## src/design/cpuPkg.sv

```systemverilog
package cpuPkg;

  // Opcode 0 is ADD, so an all-zero word is ADD r0,r0,r0 and acts as NOP
  typedef enum logic [3:0] {
    opAdd = 4'h0,
    opSub = 4'h1,
    opAnd = 4'h2,
    opXor = 4'h3,
    opLlb = 4'h4,
    opLw  = 4'h5,
    opSw  = 4'h6,
    opB   = 4'h7,
    opJal = 4'h8,
    opJr  = 4'h9,
    opHlt = 4'hF
  } opcodeE;

  // Branch conditions, tested against the flag register
  typedef enum logic [2:0] {
    condNe = 3'd0,
    condEq = 3'd1,
    condGt = 3'd2,
    condLt = 3'd3,
    condGe = 3'd4,
    condLe = 3'd5,
    condOv = 3'd6,
    condUn = 3'd7
  } condE;

  // Register format; rt holds the offset for LW and SW
  typedef struct packed {
    opcodeE     opcode;
    logic [3:0] rd;
    logic [3:0] rs;
    logic [3:0] rt;
  } rFormS;

  // Immediate format for LLB and JAL
  typedef struct packed {
    opcodeE     opcode;
    logic [3:0] rd;
    logic [7:0] imm8;
  } iFormS;

  // Branch format
  typedef struct packed {
    opcodeE     opcode;
    condE       cond;
    logic [8:0] offset9;
  } bFormS;

  typedef union packed {
    rFormS r;
    iFormS i;
    bFormS b;
  } instrU;

  typedef struct packed {
    logic z;
    logic v;
    logic n;
  } flagsS;

  typedef struct packed {
    logic       regWe;
    logic       memRe;
    logic       memWe;
    logic       memToReg;
    logic       branch;
    logic       jal;
    logic       jr;
    logic       hlt;
    logic       setZ;
    logic       setVN;
    opcodeE     aluOp;
    condE       cond;
    logic [3:0] rd;
  } ctrlS;

  typedef struct packed {
    ctrlS        ctrl;
    logic [15:0] pcNext;
    logic [3:0]  rsAddr;
    logic [3:0]  rtAddr;
    logic [15:0] opA;
    logic [15:0] opB;
    logic [15:0] imm;
  } idExS;

  typedef struct packed {
    ctrlS        ctrl;
    logic [15:0] pcNext;
    logic [15:0] result;
    logic [15:0] storeData;
    logic [15:0] target;
    flagsS       flags;
  } exMemS;

  typedef struct packed {
    logic        regWe;
    logic [3:0]  rd;
    logic        hlt;
    logic        memToReg;
    logic [15:0] result;
    logic [15:0] memData;
  } memWbS;

endpackage

```

## src/design/hazardUnit.sv

```systemverilog
`timescale 1ns/100ps

module hazardUnit (
  input  cpuPkg::instrU ifId,
  input  cpuPkg::idExS  idEx,
  input  cpuPkg::exMemS exMem,
  input  cpuPkg::memWbS memWb,
  input  logic          branchTaken,
  input  logic [15:0]   opA,
  input  logic [15:0]   opB,
  input  logic [15:0]   exStoreData,
  output logic [15:0]   exOpA,
  output logic [15:0]   exOpB,
  output logic [15:0]   storeData,
  output logic          stall,
  output logic          flush
);

  logic [15:0] wbData;
  logic        exMemWr;
  logic        memWbWr;
  logic        loadUse;

  assign wbData  = memWb.memToReg ? memWb.memData : memWb.result;
  // Producers that really write a register other than r0
  assign exMemWr = exMem.ctrl.regWe && (exMem.ctrl.rd != 4'd0);
  assign memWbWr = memWb.regWe && (memWb.rd != 4'd0);

  // Youngest producer first
  function automatic logic [15:0] fwd(input logic [3:0] addr, input logic [15:0] regVal);
    if (exMemWr && exMem.ctrl.rd == addr) begin
      return exMem.result;
    end else if (memWbWr && memWb.rd == addr) begin
      return wbData;
    end
    return regVal;
  endfunction

  always_comb begin
    exOpA = fwd(idEx.rsAddr, opA);
    exOpB = fwd(idEx.rtAddr, opB);
  end

  // Store data fixed up in MEM, covers a load right before the store
  assign storeData = (exMem.ctrl.memWe && memWbWr && memWb.rd == exMem.ctrl.rd) ?
                     wbData : exStoreData;

  // Load in EX feeding the instruction in decode
  assign loadUse = idEx.ctrl.memRe && (idEx.ctrl.rd != 4'd0) &&
                   (idEx.ctrl.rd == ifId.r.rs || idEx.ctrl.rd == ifId.r.rt);

  assign flush = branchTaken;
  assign stall = loadUse && !branchTaken;

endmodule

```

## config.mk

```make
export PLATFORM = sky130hd
export DESIGN_NAME = hazardUnit
export DESIGN_NICKNAME = d
export VERILOG_FILES = /design/src/design/cpuPkg.sv /design/src/design/hazardUnit.sv
export SDC_FILE = /design/constraint.sdc
export NUM_CORES = 1
export LEC_CHECK = 0
export BUFFER_PORTS_ARGS = -buffer_cell sky130_fd_sc_hd__clkbuf_2
export CORE_AREA = 2 2 130 132
export DETAILED_ROUTE_END_ITERATION = 7
export DIE_AREA = 0 0 132 134
export SYNTH_ARGS = -nofsm -noshare
export SYNTH_HDL_FRONTEND = slang
export SYNTH_SLANG_ARGS = --single-unit
```

## constraint.sdc

```tcl
create_clock -name vclk -period 2
set_input_delay 0.5 -clock vclk [all_inputs]
set_output_delay 0.5 -clock vclk [all_outputs]
set_load 0.01 [all_outputs]
```

After elaboration in Yosys (flattened, before gate mapping) --
Index checks and enable logic that the tools add are counted.
Storage, ports and cells: register bits after elaboration 0, output and inout port bits 50, word-level logic and storage cells 35
Cells by class: eq/ne operators 7, mux-type cells 12, reductions and logical operators 16
Operators with widths (number):
- 2-to-1 mux 16 bit | 8
- equality test 4 bit | 7
- nonzero test 4 bit | 3
- logical AND 1 bit | 11
- 2-to-1 mux 1 bit | 4
- logical NOT 1 bit | 1
- logical OR 1 bit | 1

Longest topological paths before layout --
depth after elaboration 6, depth in mapped cells 6, depth with buffers taken out 4

Least setup slack after synthesis --
OpenSTA, ideal clock, no wires.
path type input to output, start point input exMem[67] in the netlist's numbering, end point output exOpA[10], arrival 1.774 ns, data required time 1.500 ns, slack -0.274 ns, cell stages on the path 5, buffers on the path 2, cell sequence o41a_1 and2_1 buf_2 buf_6 o31ai_1
Between the ends: cells in the longest elaborated chain, start to end 5, elaborated cells between the ends (all ways) 7, those cells by class eq/ne (1); mux (3); reduce/logical (3)
RTL lines:
- from (decl) | RTL line hazardUnit.sv:6 | input cpuPkg::exMemS exMem,
- nonzero test 4 bit | RTL line hazardUnit.sv:26 | assign exMemWr = exMem.ctrl.regWe && (exMem.ctrl.rd != 4'd0);
- logical AND 1 bit | RTL line hazardUnit.sv:26
- logical AND 1 bit (*) | RTL line hazardUnit.sv:31 | if (exMemWr && exMem.ctrl.rd == addr) begin
- 2-to-1 mux 16 bit or 2-to-1 mux 1 bit (tied branches) | RTL line hazardUnit.sv:31
- 2-to-1 mux 16 bit (*) | RTL line hazardUnit.sv:36 | return regVal;
- to (decl) | RTL line hazardUnit.sv:12 | output logic [15:0] exOpA,
Mark *: on every way between the ends. The rest lies on a longest branch, timed or not.

Worst setup path after layout --
start point input memWb[34] in the netlist's numbering, end point output exOpA[6]
Between the ends: cells in the longest elaborated chain, start to end 6, elaborated cells between the ends (all ways) 7, those cells by class eq/ne (1); mux (3); reduce/logical (3)
RTL lines:
- from (decl) | RTL line hazardUnit.sv:7 | input cpuPkg::memWbS memWb,
- nonzero test 4 bit | RTL line hazardUnit.sv:27 | assign memWbWr = memWb.regWe && (memWb.rd != 4'd0);
- logical AND 1 bit | RTL line hazardUnit.sv:27
- logical AND 1 bit (*) | RTL line hazardUnit.sv:33 | end else if (memWbWr && memWb.rd == addr) begin
- 2-to-1 mux 1 bit (*) | RTL line hazardUnit.sv:33
- 2-to-1 mux 1 bit (*) | RTL line hazardUnit.sv:31
- 2-to-1 mux 16 bit (*) | RTL line hazardUnit.sv:36
Marked as above.

==> flow_summary.ini <==
[layout]
area_growth_pct = 159.1
final_cell_count_no_fill = 682
stdcell_area_mm2 = 0.004328
seq_cells = 0
nClkBuffers = 0
nets = 748
drive_gt1_share_pct = 73.32
seqCellArea_um2 = 0

[route]
via_per_inst = 3.999
drt-initial-drc-count = 32
drc = 0
num_vias = 2727
drtAntennaViolNets = 0
wl_per_cell_um = 16.09
totalWireLength_mm = 10.97
dr.pass1.iters = 4

[critical_path]
worstSetupPathType = in -> out
max_stage_delay_ns = 0.41
crit_chain = buf_8, o41ai_4, buf_4, nor3_2, buf_12, and3_1, o31ai_4, clkbuf_2
cp-end-kind = output port
cp_data_arrival_time_ns = 2.00
critical_path_required_ns = 1.50
cp_max_fo = 29
cpMaxStageDelayCell = o41ai_4
critPathLaunchType = primary input

[yosys]
synthMuxAreaShare_pct = 19.18
synth_commonest_cells = and3_1, a21oi_1, mux2i_1, nand3_1, o31ai_1
synth_nets = 531
yosysTopAreaCell = mux2i_1
yosys.area_share.simple_pct = 27.94
yosysWarnings = 0
avgSynthCellArea_um2 = 6.790
synth_compound_area_share_pct = 26.14
synth_top_area_share_pct = 19.18
synth_xor_area_share_pct = 14.68
synth_top_family_by_area = simple AND/OR/NAND/NOR gates
synth_area_leaders = mux2i_1, o31ai_1, and3_1, xor2_1, a21oi_1
synth_cells = 246
ys_types = 21
yosysSeqAreaShare_pct = 0
synth_area_mm2 = 0.001670
synthAdderAreaFrac_pct = 0
synth_most_common_cell = and3_1

[placement]
gp_congestion = 0.8392
port_buffers = 180
dpl_worst_slack_ns = -0.5600
dp_hpwl_mm = 9.012
post-place-cells = 672
placed_area_mm2 = 0.003740

[timing]
finalCritPeriodShare_pct = 125.2
final_hold_viol_count = 0
worst_pin_slew_ns = 0.5755
finalMaxSlewViolations = 0
rsz0062_at_grt = yes
setup_ws_ns = -0.5047
setup_tns_ns = -21.23
min_period_ns = 2.505
fmax_mhz = 399.3
setup_violations = 49
max_slew_margin_pct = 60.54

[global_route]
grt_pass1_vias = 2615
grt_antenna_before_repair = 4
grt_pass1_wl_mm = 14.77
globalRouteTotalUtil_pct = 10.71
grt_overflow = 0
grt_max_degree = 33

[die]
die_width_um = 132
rows = 47
core_area_mm2 = 0.01629
start_util_pct = 10.25
io_pins = 335
die_y_um = 134
die_area_mm2 = 0.01769

[flow_run]
drv_cap = 0

[power_and_ir_drop]
p_clk_share_pct = 0
power_frac_comb_pct = 100.0
intPower_w = 0.0005005
p_leak_nw = 1.939
p_per_area_mw_per_mm2 = 224.3
p_switching_w = 0.0004703
switching_share_pct = 48.45
pwr-share-seq_pct = 0
peakVddDrop_uv = 85.59

[status]
violations = negative setup slack
status = complete, but fails checks

[clock_tree]
cts_hold_buf = 0

[min_path]
hold_path.class = in -> out
==> power by group through the flow <==
stage / Combinational (W) / Clock (W) / Sequential (W)
after detailed placement: 0.000845 / 0 / 0
after floorplan: 0.000419 / 0 / 0
after CTS: 0.000898 / 0 / 0
after global routing: 0.00104 / 0.0000000000668 / 0
final: 0.000971 / 0.0000000000670 / 0
after global placement: 0.000840 / 0 / 0
==> metrics by stage <==
step / utilization (%) / total power (W) / hold slack [ns]
after floorplan: - / 0.0004194 / 1.051
after global placement: 22.96 / 0.0008398 / 1.207
after detailed placement: 22.96 / 0.0008447 / 1.207
after CTS: 24.56 / 0.0008977 / 1.206
after global routing: 26.57 / 0.001042 / 1.225
final: 26.57 / 0.0009708 / 1.216
==> routing by layer <==
| layer | up-vias | GRT usage (%) | routed length (um) |
|---|---|---|---|
| li1 | 1351 | - | - |
| met1 | 1254 | 13.94 | 4735 |
| met2 | 106 | 17.77 | 5161 |
| met3 | 12 | 3.439 | 888 |
| met4 | 4 | 1.389 | 161 |
| met5 | - | 0 | 26 |
==> cells by family after synthesis <==
kind of cell           after synthesis
AO/OA/AOI/OAI                       67
XOR/XNOR                            28
buffers and inverters               42
multiplexers                        32
AND/OR/NAND/NOR                     77
==> cells in the final DEF, fill, tap and decap left out, types with 5 or more instances in the layout <==
master	n
buf_4	43
buf_6	13
mux2i_4	11
a21oi_1	21
nand3_1	32
mux2i_1	17
clkbuf_2	127
xor2_1	21
and3_4	25
buf_12	11
o31ai_4	29
a21oi_2	11
and3_1	8
buf_2	36
clkbuf_8	5
xnor2_1	5
inv_1	16
==> final timing paths <==
| kind | slack, ns | to | startpoint | cells after the start |
|---|---|---|---|---|
| setup / recovery | -0.50 | exOpA[6] | memWb[34] | 8 |
| hold / removal | 1.22 | flush | branchTaken | 2 |
==> worst max-delay path, delay by kind of cell <==
family | cells | cell delay, ns
buffers and inverters | 4 | 0.60
AO/OA/AOI/OAI | 2 | 0.65
AND/OR/NAND/NOR | 2 | 0.25
==> final cells by class <==
| cell class | count | area [um2] |
|---|---|---|
| Antenna cell | 1 | 2.502 |
| Multi-Input combinational cell | 204 | 2276 |
| Inverter | 16 | 60.06 |
| Tap cell | 220 | 275.3 |
| Fill cell | 1763 | 11960 |
| Timing Repair Buffer | 241 | 1714 |
==> timing repair <==
action	4_1_cts	5_1_grt
pin swaps	5	7
buffers inserted	2	2
endpoints found under the setup margin	49	49
gates resized for setup	34	93
gates cloned	2	3
(Power assumes the default switching activity.)
