===== src/design/cpuPkg.sv =====
package cpuPkg;

  // Opcode 0 is ADD, so an all-zero word is ADD r0,r0,r0 and acts as NOP
  typedef enum logic [3:0] {
    opAdd = 4'h0,
    opSub = 4'h1,
    opAnd = 4'h2,
    opXor = 4'h3,
    opLlb = 4'h4,
    opLw  = 4'h5,
    opSw  = 4'h6,
    opB   = 4'h7,
    opJal = 4'h8,
    opJr  = 4'h9,
    opHlt = 4'hF
  } opcodeE;

  // Branch conditions, tested against the flag register
  typedef enum logic [2:0] {
    condNe = 3'd0,
    condEq = 3'd1,
    condGt = 3'd2,
    condLt = 3'd3,
    condGe = 3'd4,
    condLe = 3'd5,
    condOv = 3'd6,
    condUn = 3'd7
  } condE;

  // Register format; rt holds the offset for LW and SW
  typedef struct packed {
    opcodeE     opcode;
    logic [3:0] rd;
    logic [3:0] rs;
    logic [3:0] rt;
  } rFormS;

  // Immediate format for LLB and JAL
  typedef struct packed {
    opcodeE     opcode;
    logic [3:0] rd;
    logic [7:0] imm8;
  } iFormS;

  // Branch format
  typedef struct packed {
    opcodeE     opcode;
    condE       cond;
    logic [8:0] offset9;
  } bFormS;

  typedef union packed {
    rFormS r;
    iFormS i;
    bFormS b;
  } instrU;

  typedef struct packed {
    logic z;
    logic v;
    logic n;
  } flagsS;

  typedef struct packed {
    logic       regWe;
    logic       memRe;
    logic       memWe;
    logic       memToReg;
    logic       branch;
    logic       jal;
    logic       jr;
    logic       hlt;
    logic       setZ;
    logic       setVN;
    opcodeE     aluOp;
    condE       cond;
    logic [3:0] rd;
  } ctrlS;

  typedef struct packed {
    ctrlS        ctrl;
    logic [15:0] pcNext;
    logic [3:0]  rsAddr;
    logic [3:0]  rtAddr;
    logic [15:0] opA;
    logic [15:0] opB;
    logic [15:0] imm;
  } idExS;

  typedef struct packed {
    ctrlS        ctrl;
    logic [15:0] pcNext;
    logic [15:0] result;
    logic [15:0] storeData;
    logic [15:0] target;
    flagsS       flags;
  } exMemS;

  typedef struct packed {
    logic        regWe;
    logic [3:0]  rd;
    logic        hlt;
    logic        memToReg;
    logic [15:0] result;
    logic [15:0] memData;
  } memWbS;

endpackage


===== src/design/instrFetch.sv =====
`timescale 1ns/100ps

module instrFetch #(
  parameter int imemAddrW = 8
) (
  input  logic                 clk,
  input  logic                 rst_n,
  input  logic                 stall,
  input  logic                 flush,
  input  logic [15:0]          branchTarget,
  input  logic                 imemWe,
  input  logic [imemAddrW-1:0] imemAddr,
  input  logic [15:0]          imemData,
  output logic [15:0]          pc,
  output cpuPkg::instrU        instr,
  output logic [15:0]          pcNext
);

  logic [15:0] imem [2**imemAddrW];
  logic        fetchHlt;

  // Program load port
  always_ff @(posedge clk) begin
    if (imemWe) begin
      imem[imemAddr] <= imemData;
    end
  end

  assign instr    = imem[pc[imemAddrW-1:0]];
  assign pcNext   = pc + 16'd1;
  assign fetchHlt = (instr.r.opcode == cpuPkg::opHlt);

  // Redirect wins over both stall and halt
  always_ff @(posedge clk or negedge rst_n) begin
    if (!rst_n) begin
      pc <= '0;
    end else if (flush) begin
      pc <= branchTarget;
    end else if (!stall && !fetchHlt) begin
      pc <= pcNext;
    end
  end

  // Program writes only under reset or with the PC parked on HLT
  imemWriteIdle: assert property (@(posedge clk) imemWe |-> (!rst_n || fetchHlt));

endmodule


===== config.mk =====
export PLATFORM = sky130hd
export DESIGN_NAME = instrFetch
export DESIGN_NICKNAME = d
export VERILOG_FILES = /design/src/design/cpuPkg.sv /design/src/design/instrFetch.sv
export SDC_FILE = /design/constraint.sdc
export NUM_CORES = 2
export LEC_CHECK = 0
export BUFFER_PORTS_ARGS = -buffer_cell sky130_fd_sc_hd__buf_2
export CAP_MARGIN = 20
export CORE_UTILIZATION = 55
export CTS_CLUSTER_DIAMETER = 80
export CTS_CLUSTER_SIZE = 8
export DETAILED_ROUTE_END_ITERATION = 8
export PLACE_DENSITY_LB_ADDON = 0.25
export SYNTH_ARGS = -nofsm -noshare
export SYNTH_HDL_FRONTEND = slang
export SYNTH_SLANG_ARGS = --single-unit
export TNS_END_PERCENT = 50

===== constraint.sdc =====
create_clock -name clk -period 5.38 [get_ports clk]
set_input_delay 0.807 -clock clk [delete_from_list [all_inputs] [get_ports clk]]
set_output_delay 0.807 -clock clk [all_outputs]
set_load 0.02 [all_outputs]

[After elaboration in Yosys (flattened, before gate mapping)]
Memory sizes are Yosys's and may differ from the RTL's.
Index checks and enable logic that the tools add are counted.
Cells by class
  order comparisons: 0
  mux-type cells: 4
  equality and inequality tests: 1
  bitwise operators: 0
  reduce and logical (&&, ||, !) cells: 4
  add/subtract/negate cells: 1
  shifts and indexed selects: 0
  div/mod/pow operators: 0
  $mul: 0
Operator list (count)
  $mux 16: 2
  $add 16x1->16 const B: 1
  $eq 4x4->1 const B: 1
  $logic_not 1->1: 2
  $mux 1: 2
  $reduce_bool 2->1: 1
  $logic_and 1x1->1: 1
Word-level totals
  ROM bits: 0
  input bits: 45
  word-level logic and storage cells: 12
  latch bits: 0
  output and inout port bits: 48
  memories kept: 1
  memory bits (writable): 4096
  register bits after elaboration: 16
Memories
  imem: depth 256, bits a word 16, rd ports 1, clocked after memory_dff 0, write ports 1, RTL line instrFetch.sv:19  | logic [15:0] imem [2**imemAddrW];

[Longest topological paths before layout]
An unclocked memory read counts as a cell.
  word-level depth: 6
  gate-level depth with buffers: 16
  depth with buffers taken out: 9

[Worst setup path after synthesis]
Ideal clock, no wire load.
  kind: register -> output
  start point: register pc[1]
  end point: output port instr[7] (netlist name)
  slack: 0.620 ns
  path buffers: 8
  arrival time: 3.953 ns
  data required time: 4.573 ns
  cell stages (with the launch flop): 14
  cells stage by stage: dfrtp_1 > buf_2 > buf_4 > buf_4 > buf_2 > buf_2 > clkbuf_1 > clkbuf_1 > clkbuf_1 > mux4_2 > mux4_2 > mux4_2 > nand2_1 > a31oi_1
RTL lines
  start, declared: RTL line instrFetch.sv:14  | output logic [15:0] pc,
  start signal, assigned: RTL line instrFetch.sv:38  | pc <= branchTarget;
  start signal, assigned: RTL line instrFetch.sv:40  | pc <= pcNext;
  end, declared: RTL line instrFetch.sv:15  | output cpuPkg::instrU instr,

==> impl_metrics.py <==
metrics = {
    "yosys": {
        "ys_seq_area_share_pct": 78.11,
        "yosys_warnings": 0,
        "syn_nets": 6602,
        "netlist_area_mm2": 0.1580,
        "syn_avg_cell_area_um2": 24.10,
        "synth_seq_cells": 4112,
        "synth_cell_types": 60,
        "synthCells": 6556,
        "ys.flop_type": "edfxtp_1",
        "async_flop_share_pct": 0.3891,
        "synth-edff-count": 4096,
    },
    "floorplanning": {
        "die-area_mm2": 0.2894,
        "die_h_um": 537.9,
        "initial_utilization_pct": 55.34,
        "ios": 93,
        "coreArea_mm2": 0.2855,
        "fp.dieW_um": 537.9,
        "placementRows": 196,
    },
    "clocking": {
        "clk_pin_slew_ns": 0.05,
        "clk_path_buf_depth": 4,
        "clock-sinks": 4112,
        "htree_num_levels": 6,
        "clock_latency_ns": 1.01,
        "clockRootBuffer": "clkbuf_16",
        "cts_made_buffers": 586,
        "cts_tree": "done",
    },
    "run_status": {
        "violations": "negative setup slack",
        "status": "finished, violations left",
    },
    "cells_and_area": {
        "area_delta_synth_final_pct": 17.30,
        "final_util_pct": 64.92,
        "multiInputGateArea_mm2": 0.03307,
        "drive_above_1_share_pct": 35.72,
        "num-fill-cells": 17850,
        "seq_area_mm2": 0.1234,
        "nets": 7544,
    },
    "timing": {
        "final_hold_viol_count": 0,
        "period_share_pct": 103.0,
        "period_needed_ns": 5.540,
        "relSlewSlack_pct": 10.58,
        "rsz0062_at_grt": "yes",
        "setup_viol": 15,
        "fmax_mhz": 180.5,
        "setup_ws_ns": -0.1602,
        "tightest_slew_ns": 1.341,
        "drv_slew": 0,
        "skew_ns": 0.04734,
    },
    "placed_design": {
        "gp_congestion": 0.8779,
        "port_buffers": 92,
        "preCtsSetupSlack_ns": 0.01249,
        "hpwl_um": 245800,
    },
    "drt": {
        "ant_nets": 0,
        "dr.pass1.iters": 6,
        "wirelength_um": 445600,
        "via_per_inst": 6.954,
        "drt-wirelength-per-cell_um": 39.16,
        "vias": 79130,
        "drc": 0,
        "drt_iter0_markers": 11830,
    },
    "critical_path": {
        "reg2regPathDepth": 11,
        "r2r_start": "pc[2]",
        "rr_endpoint": "pc[3]",
        "cp-end-kind": "output port",
        "path_class": "flip-flop to output port",
        "crit_slowest_cell": "mux4_2",
        "critPathArrivalTime_ns": 4.73,
        "crit_path_max_incr_delay_ns": 0.72,
        "timing.critical_path.cells": "buf_12, buf_12, buf_6, mux4_2, mux4_2, mux4_2, mux4_2, buf_6",
        "startpoint_type": "flip-flop",
        "crit_path_frequent_cell": "mux4_2",
        "ff2ff_setup_slack_ns": -0.04,
        "crit_path_max_fanout": 16,
        "cp.required_ns": 4.57,
    },
    "grt": {
        "grt_usage_pct": 30.61,
        "grt_pass1_wl_um": 608100,
        "grt_pass1_vias": 78360,
        "grt_max_degree": 214,
        "antenna_found_initial": 53,
        "grt-ovfl-total": 0,
    },
    "hold_path": {
        "min_path_cells": 3,
        "holdPathEnd": "pc[8]",
        "hp-class": "input pin to flip-flop",
        "holdCritStartpoint": "branchTarget[8]",
    },
    "power_and_ir_drop": {
        "finalPower_mw": 78.41,
        "leakage_nw": 58.91,
        "power_density_mw_per_mm2": 423.1,
        "ir_drop_mv": 0.3471,
    },
    "flow_run": {
        "maxCapViolCount": 0,
    },
}
kinds of logic (layout without fill, tap and decap cells):
logic type,Yosys count,in the layout,share of synthesized area (%)
simple gates,484,484,1.307
buf+inv,387,1429,1.232
flops,4112,4112,78.11
fa+ha+maj,1,1,0.007919
other cells,0,20,0
xor+xnor,15,15,0.08316
compound gates,219,219,0.9837
mux,1338,1338,18.28
critical path, delay by kind of cell, from the launching register on:
| kind | cells | cell delay [ns] |
|---|---|---|
| mux | 4 | 2.37 |
| buf+inv | 4 | 0.77 |
| flops | 1 | 0.54 |
timing repair:
item,in CTS,in global routing
gates resized for setup,98,90
setup endpoints to repair,18,18
cloned,17,25
pin swaps,2,2
endpoints found under the hold margin,18,0
setup buffers,32,58
hold buffers,3,0
synth_stat cells, types with 35 or more instances:
cell / instances / share of area, %
edfxtp_1: 4096 / 78
mux4_2: 1236 / 18
nor2_1: 287 / 0.68
clkbuf_1: 186 / 0.44
mux2i_1: 89 / 0.56
nand2_1: 75 / 0.18
buf_4: 68 / 0.32
a22oi_1: 57 / 0.27
buf_1: 48 / 0.11
nand3_1: 48 / 0.15
buf_2: 46 / 0.15
a21oi_1: 35 / 0.11
report_power, final:
part,total (mW),switching (mW),leakage (nW),internal [mW]
logic,10.1,5.60,14.1,4.50
clock network,32.8,13.2,7.81,19.7
registers,35.5,0.0866,37.0,35.4
total,78.4,18.8,58.9,59.6
cell usage in the layout, fill, tap and decap left out, drive strengths merged, types with 14 or more instances in the layout:
cell,synthesis,final
clkbuf,186,670
inv,13,39
a31oi,22,22
nand3,48,48
o21ai,19,19
nand2,75,75
edfxtp,4096,4096
dfrtp,16,16
clkinv,2,32
mux4,1236,1236
diode,0,20
nor2b,14,14
mux2i,89,89
buf,186,681
a21oi,35,35
a22oi,57,57
nor2,287,287
state kept, by name, summed over array words and instances, names as in the netlist:
signal / cells
pc: 16
imem: 4096
how the worst max path moves through the flow:
stage,start,endpoint,slack (ns)
2_1_floorplan,pc[1],instr[7],0.62
3_3_place_gp,pc[0],pc[3],0.05
3_5_place_dp,pc[0],pc[3],0.01
4_1_cts,pc[0],instr[10],-0.19
5_1_grt,pc[0],instr[2],-0.15
6_report,pc[1],instr[0],-0.16
per-layer routing:
layer	up-vias	global-route usage [%]	wire length [um]
li1	30040	-	-
met1	42170	41.23	155900
met2	5920	47.82	214500
met3	980	7.766	54090
met4	28	13.71	21030
met5	-	0	181
area by class of cell:
type                    instances  share of cell area, %
flip-flops and latches       4112                  66.60
multi-input cells            2057                  17.84
clock buffers                 630                  8.071
repair buffers                726                  4.296
well taps                    3762                  2.540
clock inverters                58                 0.5759
inverters                      15                0.04726
diodes                         20                0.02701
through the flow:
| step | hold slack (ns) | instances | TNS, ns | area [um2] |
|---|---|---|---|---|
| 2_1_floorplan | 0.5114 | 6556 | 0 | 158000 |
| 3_3_place_gp | 0.6020 | 10540 | 0 | 166300 |
| 3_5_place_dp | 0.6336 | 10540 | 0 | 166400 |
| 4_1_cts | 0.005415 | 11280 | -2.211 | 183700 |
| 5_1_grt | 0.07485 | 11370 | -1.343 | 185300 |
| 6_report | 0.06680 | 11380 | -1.174 | 185300 |
Power figures use the tool's default switching activity.
