<file path="src/design/cpuPkg.sv">
package cpuPkg;

  // Opcode 0 is ADD, so an all-zero word is ADD r0,r0,r0 and acts as NOP
  typedef enum logic [3:0] {
    opAdd = 4'h0,
    opSub = 4'h1,
    opAnd = 4'h2,
    opXor = 4'h3,
    opLlb = 4'h4,
    opLw  = 4'h5,
    opSw  = 4'h6,
    opB   = 4'h7,
    opJal = 4'h8,
    opJr  = 4'h9,
    opHlt = 4'hF
  } opcodeE;

  // Branch conditions, tested against the flag register
  typedef enum logic [2:0] {
    condNe = 3'd0,
    condEq = 3'd1,
    condGt = 3'd2,
    condLt = 3'd3,
    condGe = 3'd4,
    condLe = 3'd5,
    condOv = 3'd6,
    condUn = 3'd7
  } condE;

  // Register format; rt holds the offset for LW and SW
  typedef struct packed {
    opcodeE     opcode;
    logic [3:0] rd;
    logic [3:0] rs;
    logic [3:0] rt;
  } rFormS;

  // Immediate format for LLB and JAL
  typedef struct packed {
    opcodeE     opcode;
    logic [3:0] rd;
    logic [7:0] imm8;
  } iFormS;

  // Branch format
  typedef struct packed {
    opcodeE     opcode;
    condE       cond;
    logic [8:0] offset9;
  } bFormS;

  typedef union packed {
    rFormS r;
    iFormS i;
    bFormS b;
  } instrU;

  typedef struct packed {
    logic z;
    logic v;
    logic n;
  } flagsS;

  typedef struct packed {
    logic       regWe;
    logic       memRe;
    logic       memWe;
    logic       memToReg;
    logic       branch;
    logic       jal;
    logic       jr;
    logic       hlt;
    logic       setZ;
    logic       setVN;
    opcodeE     aluOp;
    condE       cond;
    logic [3:0] rd;
  } ctrlS;

  typedef struct packed {
    ctrlS        ctrl;
    logic [15:0] pcNext;
    logic [3:0]  rsAddr;
    logic [3:0]  rtAddr;
    logic [15:0] opA;
    logic [15:0] opB;
    logic [15:0] imm;
  } idExS;

  typedef struct packed {
    ctrlS        ctrl;
    logic [15:0] pcNext;
    logic [15:0] result;
    logic [15:0] storeData;
    logic [15:0] target;
    flagsS       flags;
  } exMemS;

  typedef struct packed {
    logic        regWe;
    logic [3:0]  rd;
    logic        hlt;
    logic        memToReg;
    logic [15:0] result;
    logic [15:0] memData;
  } memWbS;

endpackage

</file>
<file path="src/design/memStage.sv">
`timescale 1ns/100ps

module memStage #(
  parameter int dmemAddrW = 8
) (
  input  logic          clk,
  input  logic          rst_n,
  input  cpuPkg::exMemS exMem,
  output logic [15:0]   memData,
  output logic          branchTaken,
  output logic [15:0]   branchTarget
);

  logic [15:0]          dmem [2**dmemAddrW];
  logic [dmemAddrW-1:0] addr;
  cpuPkg::flagsS        flagQ;
  logic                 condMet;

  assign addr    = exMem.result[dmemAddrW-1:0];
  assign memData = dmem[addr];

  always_ff @(posedge clk) begin
    if (exMem.ctrl.memWe) begin
      dmem[addr] <= exMem.storeData;
    end
  end

  // Flags load as the instruction leaves MEM
  always_ff @(posedge clk or negedge rst_n) begin
    if (!rst_n) begin
      flagQ <= '0;
    end else begin
      if (exMem.ctrl.setZ) begin
        flagQ.z <= exMem.flags.z;
      end
      if (exMem.ctrl.setVN) begin
        flagQ.v <= exMem.flags.v;
        flagQ.n <= exMem.flags.n;
      end
    end
  end

  always_comb begin
    case (exMem.ctrl.cond)
      cpuPkg::condNe: condMet = !flagQ.z;
      cpuPkg::condEq: condMet = flagQ.z;
      cpuPkg::condGt: condMet = !flagQ.z && !flagQ.n;
      cpuPkg::condLt: condMet = flagQ.n;
      cpuPkg::condGe: condMet = !flagQ.n;
      cpuPkg::condLe: condMet = flagQ.z || flagQ.n;
      cpuPkg::condOv: condMet = flagQ.v;
      cpuPkg::condUn: condMet = 1'b1;
      default:        condMet = 1'b0;
    endcase
  end

  // Jumps always redirect
  assign branchTaken  = (exMem.ctrl.branch && condMet) || exMem.ctrl.jal || exMem.ctrl.jr;
  assign branchTarget = exMem.target;

endmodule
</file>
<file path="config.mk">
export PLATFORM = sky130hd
export DESIGN_NAME = memStage
export DESIGN_NICKNAME = d
export VERILOG_FILES = /design/src/design/cpuPkg.sv /design/src/design/memStage.sv
export SDC_FILE = /design/constraint.sdc
export NUM_CORES = 2
export LEC_CHECK = 0
export BUFFER_PORTS_ARGS = -buffer_cell sky130_fd_sc_hd__buf_4
export CORE_ASPECT_RATIO = 0.5
export CORE_MARGIN = 3
export CORE_UTILIZATION = 55
export DETAILED_ROUTE_END_ITERATION = 8
export PLACE_DENSITY = 0.71
export SYNTH_ARGS = -nofsm -noshare
export SYNTH_HDL_FRONTEND = slang
export SYNTH_SLANG_ARGS = --single-unit
export TNS_END_PERCENT = 1
</file>
<file path="constraint.sdc">
create_clock -name clk -period 8.9 [get_ports clk]
set_input_delay 1.78 -clock clk [delete_from_list [all_inputs] [get_ports clk]]
set_output_delay 1.78 -clock clk [all_outputs]
set_load 0.1 [all_outputs]
</file>
Word-level counts from Yosys, hierarchy flattened
Memories as Yosys holds them, arrays and structs flattened.
Cells that the tools add are included.
{ "op_classes": {"n_eq_ne": 7, "mux": 3, "reduce_logical": 8} }
{ "ops": {"columns": ["operator", "n"], "rows": [
  ["$eq A3 B3 Y1 const B", 4],
  ["$pmux W1 S8", 1],
  ["$eq A3 B2 Y1 const B", 2],
  ["$eq A3 B1 Y1 const B", 1],
  ["$logic_not A3 Y1", 1],
  ["$logic_or A1 B1 Y1", 3],
  ["$logic_and A1 B1 Y1", 2],
  ["$logic_not A1 Y1", 2],
  ["$mux W1", 2]
]} }
{ "totals": {"mem_count": 1, "output_inout_bits": 33, "ff_bits": 3, "word_cells": 22, "in_bits": 90, "mem_bits_rw": 4096} }
{ "mem_list": {"columns": ["name", "depth", "word_bits", "read_ports", "rd_clocked_by_memory_dff", "write_ports", "line_no", "text"], "rows": [
  ["dmem", 256, 16, 1, 0, 1, "memStage.sv:14", "logic [15:0] dmem [2**dmemAddrW];"]
]} }

Longest topological paths before layout
{ "depth": {"depth_word": 6, "mapped_depth": 10, "mapped_depth_nobuf": 5} }

Worst setup path after synthesis
OpenSTA, ideal clock, no wires.
{ "synth_timing": {"path_type": "input -> output", "from": "input port exMem[36] (netlist name)", "to": "output port memData[0]", "arrival_ns": 4.570, "stages": 9, "required_ns": 7.120, "slack_ns": 2.550, "path_buffers": 4, "path_cell_list": "clkbuf_1 -> buf_2 -> clkbuf_1 -> buf_1 -> mux4_2 -> a22oi_1 -> a21oi_1 -> o41ai_1 -> nand4_1"} }
{ "synth_between": {"elab_chain_len": 1} }
{ "synth_lines": {"columns": ["element", "line_no", "text"], "rows": [
  ["start, declared", "memStage.sv:8", "input cpuPkg::exMemS exMem,"],
  ["$mem_v2 Z256 W16", null, null],
  ["end, declared", "memStage.sv:9", "output logic [15:0] memData,"]
]} }
No other way between the ends.

Worst setup path after layout
{ "layout_timing": {"from": "input port exMem[36] (netlist name)", "to": "output port memData[6]"} }
The elaborated chain is that of the path after synthesis.

==> flow_metrics.py <==
metrics = {
    "floorplanning": {
        "rows": 137,
        "die_width_um": 758,
        "io_pins": 123,
        "initial_utilization_pct": 55.5,
        "core_region_area_sq_um": 280000,
        "die_h_um": 382,
        "dieArea_sq_um": 289000,
    },
    "final_layout": {
        "final_cell_mix": "4,096 x edfxtp_1, 1,024 x mux4_2, 512 x a22oi_1",
        "final_common_cell": "edfxtp_1",
        "drive_above_1_share_pct": 27.8,
        "syn2layout_area_growth_pct": 11.8,
        "fin_cells": 11200,
        "nNetsFinal": 7222,
    },
    "synthesis": {
        "synth-async-reset-ratio_pct": 0.0732,
        "synthDistinctLibCells": 28,
        "ys_top_cells_by_area": "edfxtp_1 79%, mux4_2 15%, a22oi_1 2.5%",
        "yosysSeqAreaShare_pct": 79.2,
        "synth_fp_nets": 6833,
        "ys.flop_type": "edfxtp_1",
        "syn_inst": 6743,
        "ys_seq_elements": 4099,
        "synth_edf_count": 4096,
        "synth_top_area_cell": "edfxtp_1",
        "netlist_area_sq_um": 155000,
        "avgSynthCellArea_sq_um": 23.0,
        "synth_top_area_share_pct": 79.2,
        "yosys_warnings": 0,
    },
    "sta": {
        "hold_ws_ns": 0.584,
        "worst_pin_slew_ns": 1.38,
        "worst_slew_margin_rel_pct": 7.70,
        "finClkSkew_ns": 0,
        "tns_ns": 0,
        "slew_violations": 0,
        "period_needed_ns": 8.20,
        "rsz0062_at_grt": "false",
        "max_freq_mhz": 122,
        "fin_crit_sh_pct": 92.1,
        "finalHoldViolCount": 0,
        "setup-violations-final": 0,
    },
    "global_route": {
        "grt_overflow": 0,
        "grt_pass1_wl_um": 539000,
        "grt_pass1_vias": 74000,
        "antenna_found_initial": 18,
        "grt_max_degree": 160,
        "globalRouteTotalUtil_pct": 26.1,
    },
    "worst_setup_path": {
        "endpoint_kind": "output port",
        "cpLargestDelayFamily": "buffers and inverters",
        "ff2ff_path_depth": 1,
        "worst_ep_required_time_ns": 7.12,
        "cp.arrival_ns": 6.42,
        "slowest_stage": "o41ai_2",
        "cp_num_buf_inv": 4,
        "reg2reg_slack_ns": 8.09,
        "cp_max_fo": 89,
        "critPathMostFrequentCell": "buf_4",
        "path_depth": 9,
        "startpoint_type": "input pin",
        "crit_chain": "buf_8 -> buf_12 -> buf_4 -> mux4_2 -> a22oi_1 -> a21oi_1 -> o41ai_2 -> nand4_1 -> buf_4",
        "path_class": "input pin to output port",
        "max_stage_delay_ns": 1.07,
    },
    "pwr": {
        "peakVddDrop_uv": 152,
        "p_per_area_nw_per_um2": 220,
        "p_leak_nw": 53.1,
    },
    "detailed_routing": {
        "routed-wl-met2_um": 176000,
        "drt-vias-per-instance": 6.65,
        "first_iter_violations": 11100,
        "wl_per_cell_um": 33.7,
        "num_vias": 74300,
        "top_layer": "met5",
        "drt_wl_total_um": 376000,
        "drt-met1-wl_um": 141000,
        "dr_wl_met3_um": 47000,
        "drcViolationCount": 0,
        "dr.pass1.iters": 6,
        "antenna_left": 0,
    },
    "clock_network": {
        "numCtsBuffers": 348,
        "clkSinkCount": 4099,
        "clk_pin_slew_ns": 0.06,
        "holdBufCountCts": 0,
        "cts_setup_buffers": 0,
        "cts_tree": "yes",
        "cts-root-buf": "clkbuf_16",
        "htreeDepth": 5,
        "clkLatencyLatePin_ns": 0.85,
        "ctsResizeCount": 0,
        "clock_path_buffers": 4,
    },
    "status": {
        "outcome": "complete, no violations",
    },
    "job": {
        "cap_violations": 0,
    },
    "worst_hold_path": {
        "hold-path-cell-count": 2,
        "hp-class": "flip-flop to flip-flop",
    },
    "placement": {
        "dpl.hpwl_um": 216000,
        "port_buffers": 54,
        "gp_congestion": 0.860,
        "dp.cells": 10500,
    },
}
[where the power goes]
group          total [mW]  internal (mW)  switching, mW
clock                15.1           8.40           6.67
combinational        1.87          0.617           1.26
sequential           21.3           21.3         0.0110
total                38.2           30.3           7.94
[worst min-delay path: stages (launching register included)]
cell and delay (ns):
dfrtp_1 0.34, inv_1 0.07, o21ai_0 0.15
[Yosys cell counts (16+ instances only)]
cell      number
a21oi_1      256
a22oi_1      512
buf_1         48
buf_2         80
buf_4         30
buf_6         26
clkbuf_1     252
edfxtp_1    4096
mux4_2      1024
nand2_1       29
nand4_1       16
nor2_1       232
nor3_1        31
o41ai_1       64
[final cells by class]
class / count / area (sq um)
clock inverters: 200 / 1930
fillers: 18100 / 106000
repair buffers: 475 / 4160
clock buffers: 424 / 9140
well taps: 3753 / 4700
flip-flops and latches: 4099 / 123000
multi-input cells: 2206 / 30600
inverters: 2 / 7.51
diodes: 13 / 32.5
[cell families after synthesis]
group                  after synthesis  synth area share [%]
buffers and inverters              438                  1.32
AO/OA/AOI/OAI                      838                  3.69
flip-flops                        4099                  79.2
AND/OR/NAND/NOR                    341                 0.917
multiplexers                      1027                  14.9
[registers in the layout (all words and copies together), names as in the netlist]
name	count
dmem	4096
flagQ	3
[worst paths after layout]
check                           startpoint    endpoint
min in group asynchronous            rst_n    flagQ[0]
worst max-delay path             exMem[36]  memData[6]
worst max register to register    flagQ[0]    flagQ[0]
worst min register to register    flagQ[1]    flagQ[1]
max in group asynchronous            rst_n    flagQ[2]
worst min-delay path              flagQ[1]    flagQ[1]
[metrics by stage]
stage                     instance area, sq um  setup slack [ns]  power, mW  utilization (%)
final                                   174000             0.703       38.2             62.0
after CTS                               174000             0.814       38.4             62.0
after detailed placement                163000             0.805       23.6             58.1
after global routing                    174000             0.769       39.3             62.0
after floorplan                         155000              2.55       22.7                -
after global placement                  163000             0.960       23.5             58.1
[per-layer routing]
layer / global-route usage [%] / vias to the layer above
li1: - / 29800
met1: 37.7 / 39300
met2: 39.8 / 4545
met3: 7.14 / 602
met4: 7.59 / 14
met5: 0 / -
Note: power is estimated with default switching activity, not from simulation.
