==> src/design/cpuPkg.sv <==
package cpuPkg;

  // Opcode 0 is ADD, so an all-zero word is ADD r0,r0,r0 and acts as NOP
  typedef enum logic [3:0] {
    opAdd = 4'h0,
    opSub = 4'h1,
    opAnd = 4'h2,
    opXor = 4'h3,
    opLlb = 4'h4,
    opLw  = 4'h5,
    opSw  = 4'h6,
    opB   = 4'h7,
    opJal = 4'h8,
    opJr  = 4'h9,
    opHlt = 4'hF
  } opcodeE;

  // Branch conditions, tested against the flag register
  typedef enum logic [2:0] {
    condNe = 3'd0,
    condEq = 3'd1,
    condGt = 3'd2,
    condLt = 3'd3,
    condGe = 3'd4,
    condLe = 3'd5,
    condOv = 3'd6,
    condUn = 3'd7
  } condE;

  // Register format; rt holds the offset for LW and SW
  typedef struct packed {
    opcodeE     opcode;
    logic [3:0] rd;
    logic [3:0] rs;
    logic [3:0] rt;
  } rFormS;

  // Immediate format for LLB and JAL
  typedef struct packed {
    opcodeE     opcode;
    logic [3:0] rd;
    logic [7:0] imm8;
  } iFormS;

  // Branch format
  typedef struct packed {
    opcodeE     opcode;
    condE       cond;
    logic [8:0] offset9;
  } bFormS;

  typedef union packed {
    rFormS r;
    iFormS i;
    bFormS b;
  } instrU;

  typedef struct packed {
    logic z;
    logic v;
    logic n;
  } flagsS;

  typedef struct packed {
    logic       regWe;
    logic       memRe;
    logic       memWe;
    logic       memToReg;
    logic       branch;
    logic       jal;
    logic       jr;
    logic       hlt;
    logic       setZ;
    logic       setVN;
    opcodeE     aluOp;
    condE       cond;
    logic [3:0] rd;
  } ctrlS;

  typedef struct packed {
    ctrlS        ctrl;
    logic [15:0] pcNext;
    logic [3:0]  rsAddr;
    logic [3:0]  rtAddr;
    logic [15:0] opA;
    logic [15:0] opB;
    logic [15:0] imm;
  } idExS;

  typedef struct packed {
    ctrlS        ctrl;
    logic [15:0] pcNext;
    logic [15:0] result;
    logic [15:0] storeData;
    logic [15:0] target;
    flagsS       flags;
  } exMemS;

  typedef struct packed {
    logic        regWe;
    logic [3:0]  rd;
    logic        hlt;
    logic        memToReg;
    logic [15:0] result;
    logic [15:0] memData;
  } memWbS;

endpackage

==> src/design/instrDecode.sv <==
`timescale 1ns/100ps

module instrDecode (
  input  logic          clk,
  input  logic          rst_n,
  input  cpuPkg::instrU instr,
  input  logic          wbWe,
  input  logic [3:0]    wbAddr,
  input  logic [15:0]   wbData,
  input  logic [3:0]    dbgAddr,
  output cpuPkg::ctrlS  ctrl,
  output logic [3:0]    rsAddr,
  output logic [3:0]    rtAddr,
  output logic [15:0]   opA,
  output logic [15:0]   opB,
  output logic [15:0]   imm,
  output logic [15:0]   dbgData
);

  logic [15:0] regs [16];

  // Read with r0 tied low and bypass of the writeback port
  function automatic logic [15:0] rfRead(input logic [3:0] addr);
    if (addr == 4'd0) begin
      return 16'h0000;
    end else if (wbWe && wbAddr == addr) begin
      return wbData;
    end
    return regs[addr];
  endfunction

  // ******************************
  // Control decode
  // ******************************
  always_comb begin
    ctrl       = '0;
    ctrl.aluOp = instr.r.opcode;
    ctrl.cond  = instr.b.cond;
    ctrl.rd    = instr.r.rd;
    rsAddr     = 4'd0;
    rtAddr     = 4'd0;
    imm        = 16'h0000;
    case (instr.r.opcode)
      cpuPkg::opAdd, cpuPkg::opSub: begin
        ctrl.regWe = 1'b1;
        ctrl.setZ  = 1'b1;
        ctrl.setVN = 1'b1;
        rsAddr     = instr.r.rs;
        rtAddr     = instr.r.rt;
      end
      // Logic ops touch only Z
      cpuPkg::opAnd, cpuPkg::opXor: begin
        ctrl.regWe = 1'b1;
        ctrl.setZ  = 1'b1;
        rsAddr     = instr.r.rs;
        rtAddr     = instr.r.rt;
      end
      cpuPkg::opLlb: begin
        ctrl.regWe = 1'b1;
        imm        = {{8{instr.i.imm8[7]}}, instr.i.imm8};
      end
      cpuPkg::opLw: begin
        ctrl.regWe    = 1'b1;
        ctrl.memRe    = 1'b1;
        ctrl.memToReg = 1'b1;
        rsAddr        = instr.r.rs;
        imm           = {{12{instr.r.rt[3]}}, instr.r.rt};
      end
      // Store data comes from the rd field, base from rs
      cpuPkg::opSw: begin
        ctrl.memWe = 1'b1;
        rsAddr     = instr.r.rs;
        rtAddr     = instr.r.rd;
        imm        = {{12{instr.r.rt[3]}}, instr.r.rt};
      end
      cpuPkg::opB: begin
        ctrl.branch = 1'b1;
        imm         = {{7{instr.b.offset9[8]}}, instr.b.offset9};
      end
      cpuPkg::opJal: begin
        ctrl.regWe = 1'b1;
        ctrl.jal   = 1'b1;
        ctrl.rd    = 4'd15;
        imm        = {{8{instr.i.imm8[7]}}, instr.i.imm8};
      end
      cpuPkg::opJr: begin
        ctrl.jr = 1'b1;
        rsAddr  = instr.r.rs;
      end
      cpuPkg::opHlt: ctrl.hlt = 1'b1;
      default: ;
    endcase
  end

  // ******************************
  // Register file
  // ******************************
  always_comb begin
    opA     = rfRead(rsAddr);
    opB     = rfRead(rtAddr);
    dbgData = rfRead(dbgAddr);
  end

  always_ff @(posedge clk or negedge rst_n) begin
    if (!rst_n) begin
      for (int i = 0; i < 16; i++) begin
        regs[i] <= 16'h0000;
      end
    end else if (wbWe && wbAddr != 4'd0) begin
      regs[wbAddr] <= wbData;
    end
  end

  r0StaysZero: assert property (@(posedge clk) disable iff (!rst_n)
    (wbWe && wbAddr == 4'd0) |=> (regs[0] == 16'h0000));

endmodule

==> config.mk <==
export PLATFORM = sky130hd
export DESIGN_NAME = instrDecode
export DESIGN_NICKNAME = d
export VERILOG_FILES = /design/src/design/cpuPkg.sv /design/src/design/instrDecode.sv
export SDC_FILE = /design/constraint.sdc
export NUM_CORES = 1
export LEC_CHECK = 0
export BUFFER_PORTS_ARGS = -buffer_cell sky130_fd_sc_hd__buf_2
export CAP_MARGIN = 10
export CORE_MARGIN = 1
export CORE_UTILIZATION = 47
export DETAILED_ROUTE_END_ITERATION = 10
export GPL_TIMING_DRIVEN = 0
export PLACE_DENSITY = 0.66
export SLEW_MARGIN = 5
export SYNTH_ARGS = -nofsm -noshare
export SYNTH_HDL_FRONTEND = slang
export SYNTH_SLANG_ARGS = --single-unit
==> constraint.sdc <==
create_clock -name clk -period 3.17 [get_ports clk]
set_clock_uncertainty 0.2 [all_clocks]
set_input_delay 0.4755 -clock clk [delete_from_list [all_inputs] [get_ports clk]]
set_output_delay 0.4755 -clock clk [all_outputs]
set_load 0.005 [all_outputs]
After elaboration in Yosys (flattened, before gate mapping)

Index checks and enable logic that the tools add are counted.

Reduce and logical (&&, ||, !) cells: 16
Bitwise logic cells: 4
Muxes and demuxes: 40
Magnitude comparators: 5
Equality and inequality tests: 13

Operators with widths:

| cell                                                        | number |
|---|---|
| bitwise mux 256 bit                                         | 1 |
| 2-to-1 mux 16 bit                                           | 16 |
| binary-select mux 16 bit (select 4 bit)                     | 3 |
| demux 16 bit (select 4 bit)                                 | 1 |
| case mux 16 bit (3 select lines)                            | 1 |
| greater-or-equal comparator 5 bit (second input constant)   | 4 |
| inverter 4 -> 5 bit                                         | 4 |
| == test 4 x 3 -> 1 bit (second input constant)              | 4 |
| zero test 4 bit                                             | 4 |
| 2-to-1 mux 1 bit                                            | 15 |
| OR reduction 7 bit                                          | 2 |
| == test 4 bit                                               | 3 |
| == test 4 bit (second input constant)                       | 3 |
| == test 4 x 2 -> 1 bit (second input constant)              | 2 |
| 2-to-1 mux 4 bit                                            | 2 |
| case mux 4 bit (2 select lines)                             | 1 |
| OR reduction 2 bit                                          | 3 |
| logical AND 1 bit                                           | 5 |
| less-than comparator 5 x 1 -> 1 bit (second input constant) | 1 |
| == test 4 x 1 -> 1 bit (second input constant)              | 1 |
| nonzero test 4 bit                                          | 1 |
| OR reduction 4 bit                                          | 1 |

Logic and storage cells: 94
Register bits after elaboration: 256
Bits of input ports: 43
Output and inout port bits: 93

Logic depth before layout (Yosys ltp)

Word-level depth: 8
Mapped depth: 13
Gate-level depth less buffers: 9

Worst setup path after synthesis

Ideal clock, no wire load.

Path type: input port to output port
From: in instr[14] (netlist name)
To: out opB[11]
Arrival time: 2296 ps
Path buffers: 3
Stages on the path: 10
Data required time: 2494 ps
Setup slack: 199 ps
Cells stage by stage: buf_2 -> nand4b_1 -> and2_1 -> buf_6 -> or2_4 -> clkinv_2 -> buf_8 -> mux4_2 -> a211oi_1 -> a311oi_1

Cells in the longest elaborated chain, start to end: 8
Elaborated cells on any way between the ends: 18
Those cells by class: eq/ne: 5; mux: 8; bitwise: 1; reduce/logical: 4

RTL lines:

| what                                                                         | RTL line                             | source |
|---|---|---|
| from (decl)                                                                  | instrDecode.sv:6                     | `input cpuPkg::instrU instr,` |
| == test 4 x 2 -> 1 bit (tied with other cells)                               | instrDecode.sv:43                    | `case (instr.r.opcode)` |
| OR reduction 4 bit (no source line)                                          | -                                    |  |
| case mux 4 bit (2 select lines) *                                            | instrDecode.sv:43                    |  |
| inverter 4 -> 5 bit (implied by the code) or == test 4 bit (tied branches)   | instrDecode.sv:29, instrDecode.sv:26 |  |
| binary-select mux 16 bit (select 4 bit) or logical AND 1 bit (tied branches) | instrDecode.sv:29, instrDecode.sv:26 |  |
| 2-to-1 mux 16 bit (implied by the code) or 2-to-1 mux 1 bit (tied branches)  | instrDecode.sv:29, instrDecode.sv:26 |  |
| 2-to-1 mux 16 bit (implied by the code) or 2-to-1 mux 1 bit (tied branches)  | instrDecode.sv:29, instrDecode.sv:24 |  |
| 2-to-1 mux 16 bit *                                                          | instrDecode.sv:29                    | `return regs[addr];` |
| to (decl)                                                                    | instrDecode.sv:15                    | `output logic [15:0] opB,` |

Mark *: on every way between the ends. The rest lies on a longest branch, timed or not. The select of a mux whose other input is x is not followed.

Worst setup path after layout

From: in instr[12] (netlist name)
To: out opB[2]

The elaborated chain is that of the path after synthesis.

==> reports/qor.yml <==
setup_path:
  cp-startpoint: "instr[12]"
  cp_max_fo: 6
  r2r-start: "regs[175]$_DFFE_PN0P_"
  worst_setup_path_end_kind: "output port"
  worstPathRequired_ns: 2.49
  crit_arrival_ns: 2.74
  start_kind: "primary input"
  path_class: "primary input to output port"
die:
  die_w_um: 192.6
  die_h_um: 192.6
  die_area_sq_um: 37110
  ios: 136
  core_area_sq_um: 35660
  placementRows: 69
  start_util_pct: 47.90
place:
  place_congestion: 1.005
  dp_hpwl_mm: 44.41
  io_buffers: 126
  post-place-ws_ns: -0.8833
power:
  power.total_mw: 12.38
  intPower_mw: 8.260
  clkPwrFrac_pct: 28.5
  power_density_nw_per_um2: 566.4
  pwr-share-comb_pct: 31.7
  leakagePower_nw: 8.925
  switching_share_pct: 33.26
  peakVddDrop_mv: 0.3803
  power_frac_seq_pct: 39.8
  p_sw_mw: 4.117
clocking:
  htreeDepth: 1
  clockRootBuffer: "clkbuf_16"
  cts.sinks: 256
  clk_path_buf_depth: 3
  clk-insertion-delay-late_ns: 0.54
  cts_tree: "yes"
  cts.reportedPaths.clkPinSlew_ns: 0.06
  cts_made_buffers: 28
yosys:
  async_flop_share_pct: 100.0
  syn_avg_cell_area_sq_um: 12.49
  yosysWarnings: 0
  ys_seq_elements: 256
  ys_seq_area_share_pct: 37.51
  synth_cells: 1368
  synth_fp_nets: 1411
  synth_edf_count: 0
  ys_types: 73
  netlist_area_sq_um: 17080
  synth_ff_type: "dfrtp_1"
grt:
  antenna_found_initial: 1
  grtUsageTotal_pct: 32.37
  grt-ovfl-total: 0
  grt_pass1_wl_mm: 87.64
  grt_pass1_vias: 13443
  grt_max_degree: 113
layout:
  mostFrequentLayoutCells: "mux2_2, dfrtp_1, buf_2, mux4_2, buf_4"
  fillers: 2697
  top_register: "regs"
  largest_reg_flops: 256
  layout.nets: 1630
  layout_commonest_cell: "mux2_2"
  diodes: 0
  area_delta_synth_final_pct: 27.92
  finalCoreUtilization_pct: 61.28
  layout-drive-gt1-share_pct: 58.98
  reg.largest.list: "regs: 256 flops"
routing:
  drc_errors: 7
  drt-wirelength-per-cell_um: 29.39
  num_vias: 14011
  drt_first_pass_iters: 11
  postRouteWirelength_mm: 60.84
  via_per_inst: 6.769
  drtAntennaViolNets: 0
  first_iter_violations: 1749
timing:
  setup-violations-final: 32
  post-route-period-util_pct: 107.6
  drv_slew: 0
  clock.fmax_ghz: 0.2932
  rsz0062_at_grt: "true"
  worstMarginPinSlew_ns: 0.7909
  hold_violations: 0
  slew_headroom_pct: 47.27
  fin_ws_ns: -0.2409
  finalSetupTns_ns: -3.901
  fin_crit_ns: 3.411
worst_hold_path:
  hp-start: "wbData[11]"
  hold_class: "primary input to flip-flop"
status:
  violations: "DRC, setup timing"
  status: "finished with violations"
run:
  max-cap-violations: 0
-- cell families after synthesis --
kind of cell / synth area share [%]
and+or+nand+nor: 6.358
buffers and inverters: 5.399
muxes: 41.21
DFF: 37.51
AOI/OAI and AO/OA: 9.025
xor gates and xnor gates: 0.4982
-- cells in the mapped netlist (9+ instances only) --
cell type | count | share of area [%]
a211oi_1 | 35 | 1.5
a21oi_1 | 11 | 0.32
a311oi_1 | 15 | 0.77
buf_1 | 12 | 0.26
buf_2 | 40 | 1.2
buf_4 | 24 | 1.1
clkbuf_1 | 74 | 1.6
dfrtp_1 | 256 | 38
inv_1 | 10 | 0.22
mux2_2 | 283 | 19
mux2i_1 | 98 | 5.7
mux4_1 | 9 | 1.4
mux4_2 | 117 | 15
nand2_1 | 39 | 0.86
nand2b_1 | 12 | 0.44
nor2_1 | 67 | 1.5
nor2b_1 | 12 | 0.44
nor3_1 | 17 | 0.50
nor3_2 | 18 | 1.1
o21ai_0 | 36 | 1.1
o22ai_1 | 92 | 3.4
-- stage by stage --
stage	instances	hold slack [ns]	instance area [sq um]
detailed placement	1957	0.2871	18350
floorplan	1368	-0.02009	17080
global placement	1955	0.2785	18290
finish	2070	0.1166	21850
global route	2070	0.1207	21850
CTS	2042	0.08939	20850
-- critical path, cell delays in order --
cell      delay [ns]
buf_12          0.11
nand4b_1        0.18
and2_4          0.16
or2_4           0.29
clkinv_8        0.10
buf_12          0.15
buf_16          0.16
mux2i_4         0.29
o22ai_2         0.11
a211o_1         0.29
a21oi_2         0.13
a211oi_2        0.12
buf_2           0.16
-- power by group through the flow --
| stage | Combinational [mW] | Sequential [mW] | Clock [mW] |
|---|---|---|---|
| CTS | 3.57 | 4.83 | 3.56 |
| global placement | 3.12 | 4.73 | 0 |
| floorplan | 2.29 | 4.49 | 0 |
| finish | 3.93 | 4.93 | 3.52 |
| global route | 4.10 | 5.00 | 3.67 |
| detailed placement | 3.20 | 4.81 | 0 |
-- worst paths after layout --
check,endpoint,slack [ns],cells after the start
setup / recovery,opB[2],-0.24,13
hold / removal,regs[203]$_DFFE_PN0P_,0.12,2
hold reg to reg,regs[254]$_DFFE_PN0P_,0.32,1
setup reg to reg,regs[175]$_DFFE_PN0P_,2.10,1
max in group asynchronous,regs[64]$_DFFE_PN0P_,1.17,4
min in group asynchronous,regs[155]$_DFFE_PN0P_,0.27,2
-- metal layers --
metal | routed length [um] | vias to the layer above | track usage (%)
li1 | - | 5733 | -
met4 | 2561 | 2 | 10.51
met2 | 26920 | 946 | 47.60
met5 | 12 | - | 0
met3 | 7339 | 196 | 9.311
met1 | 24010 | 7134 | 45.88
-- final cells by class --
cell class	count	area (sq um)	area share (%)
buffer	161	1270	5.812
clock buffer	39	823.3	3.768
clock inverter	13	177.7	0.8131
tap	461	576.8	2.640
multi-input combinational	938	11120	50.88
sequential	256	6409	29.33
inverter	12	60.06	0.2749
timing repair buffer	190	1415	6.477
-- what timing repair did --
item | 4_1_cts | 5_1_grt
pin swaps | 45 | 64
hold endpoints to repair | 78 | 0
resized for setup | 255 | 188
buffers inserted | 26 | 24
cloned | 6 | 6
endpoints found under the setup margin | 56 | 48
hold buffers | 1 | 0
Note: power is estimated with default switching activity, not from simulation.
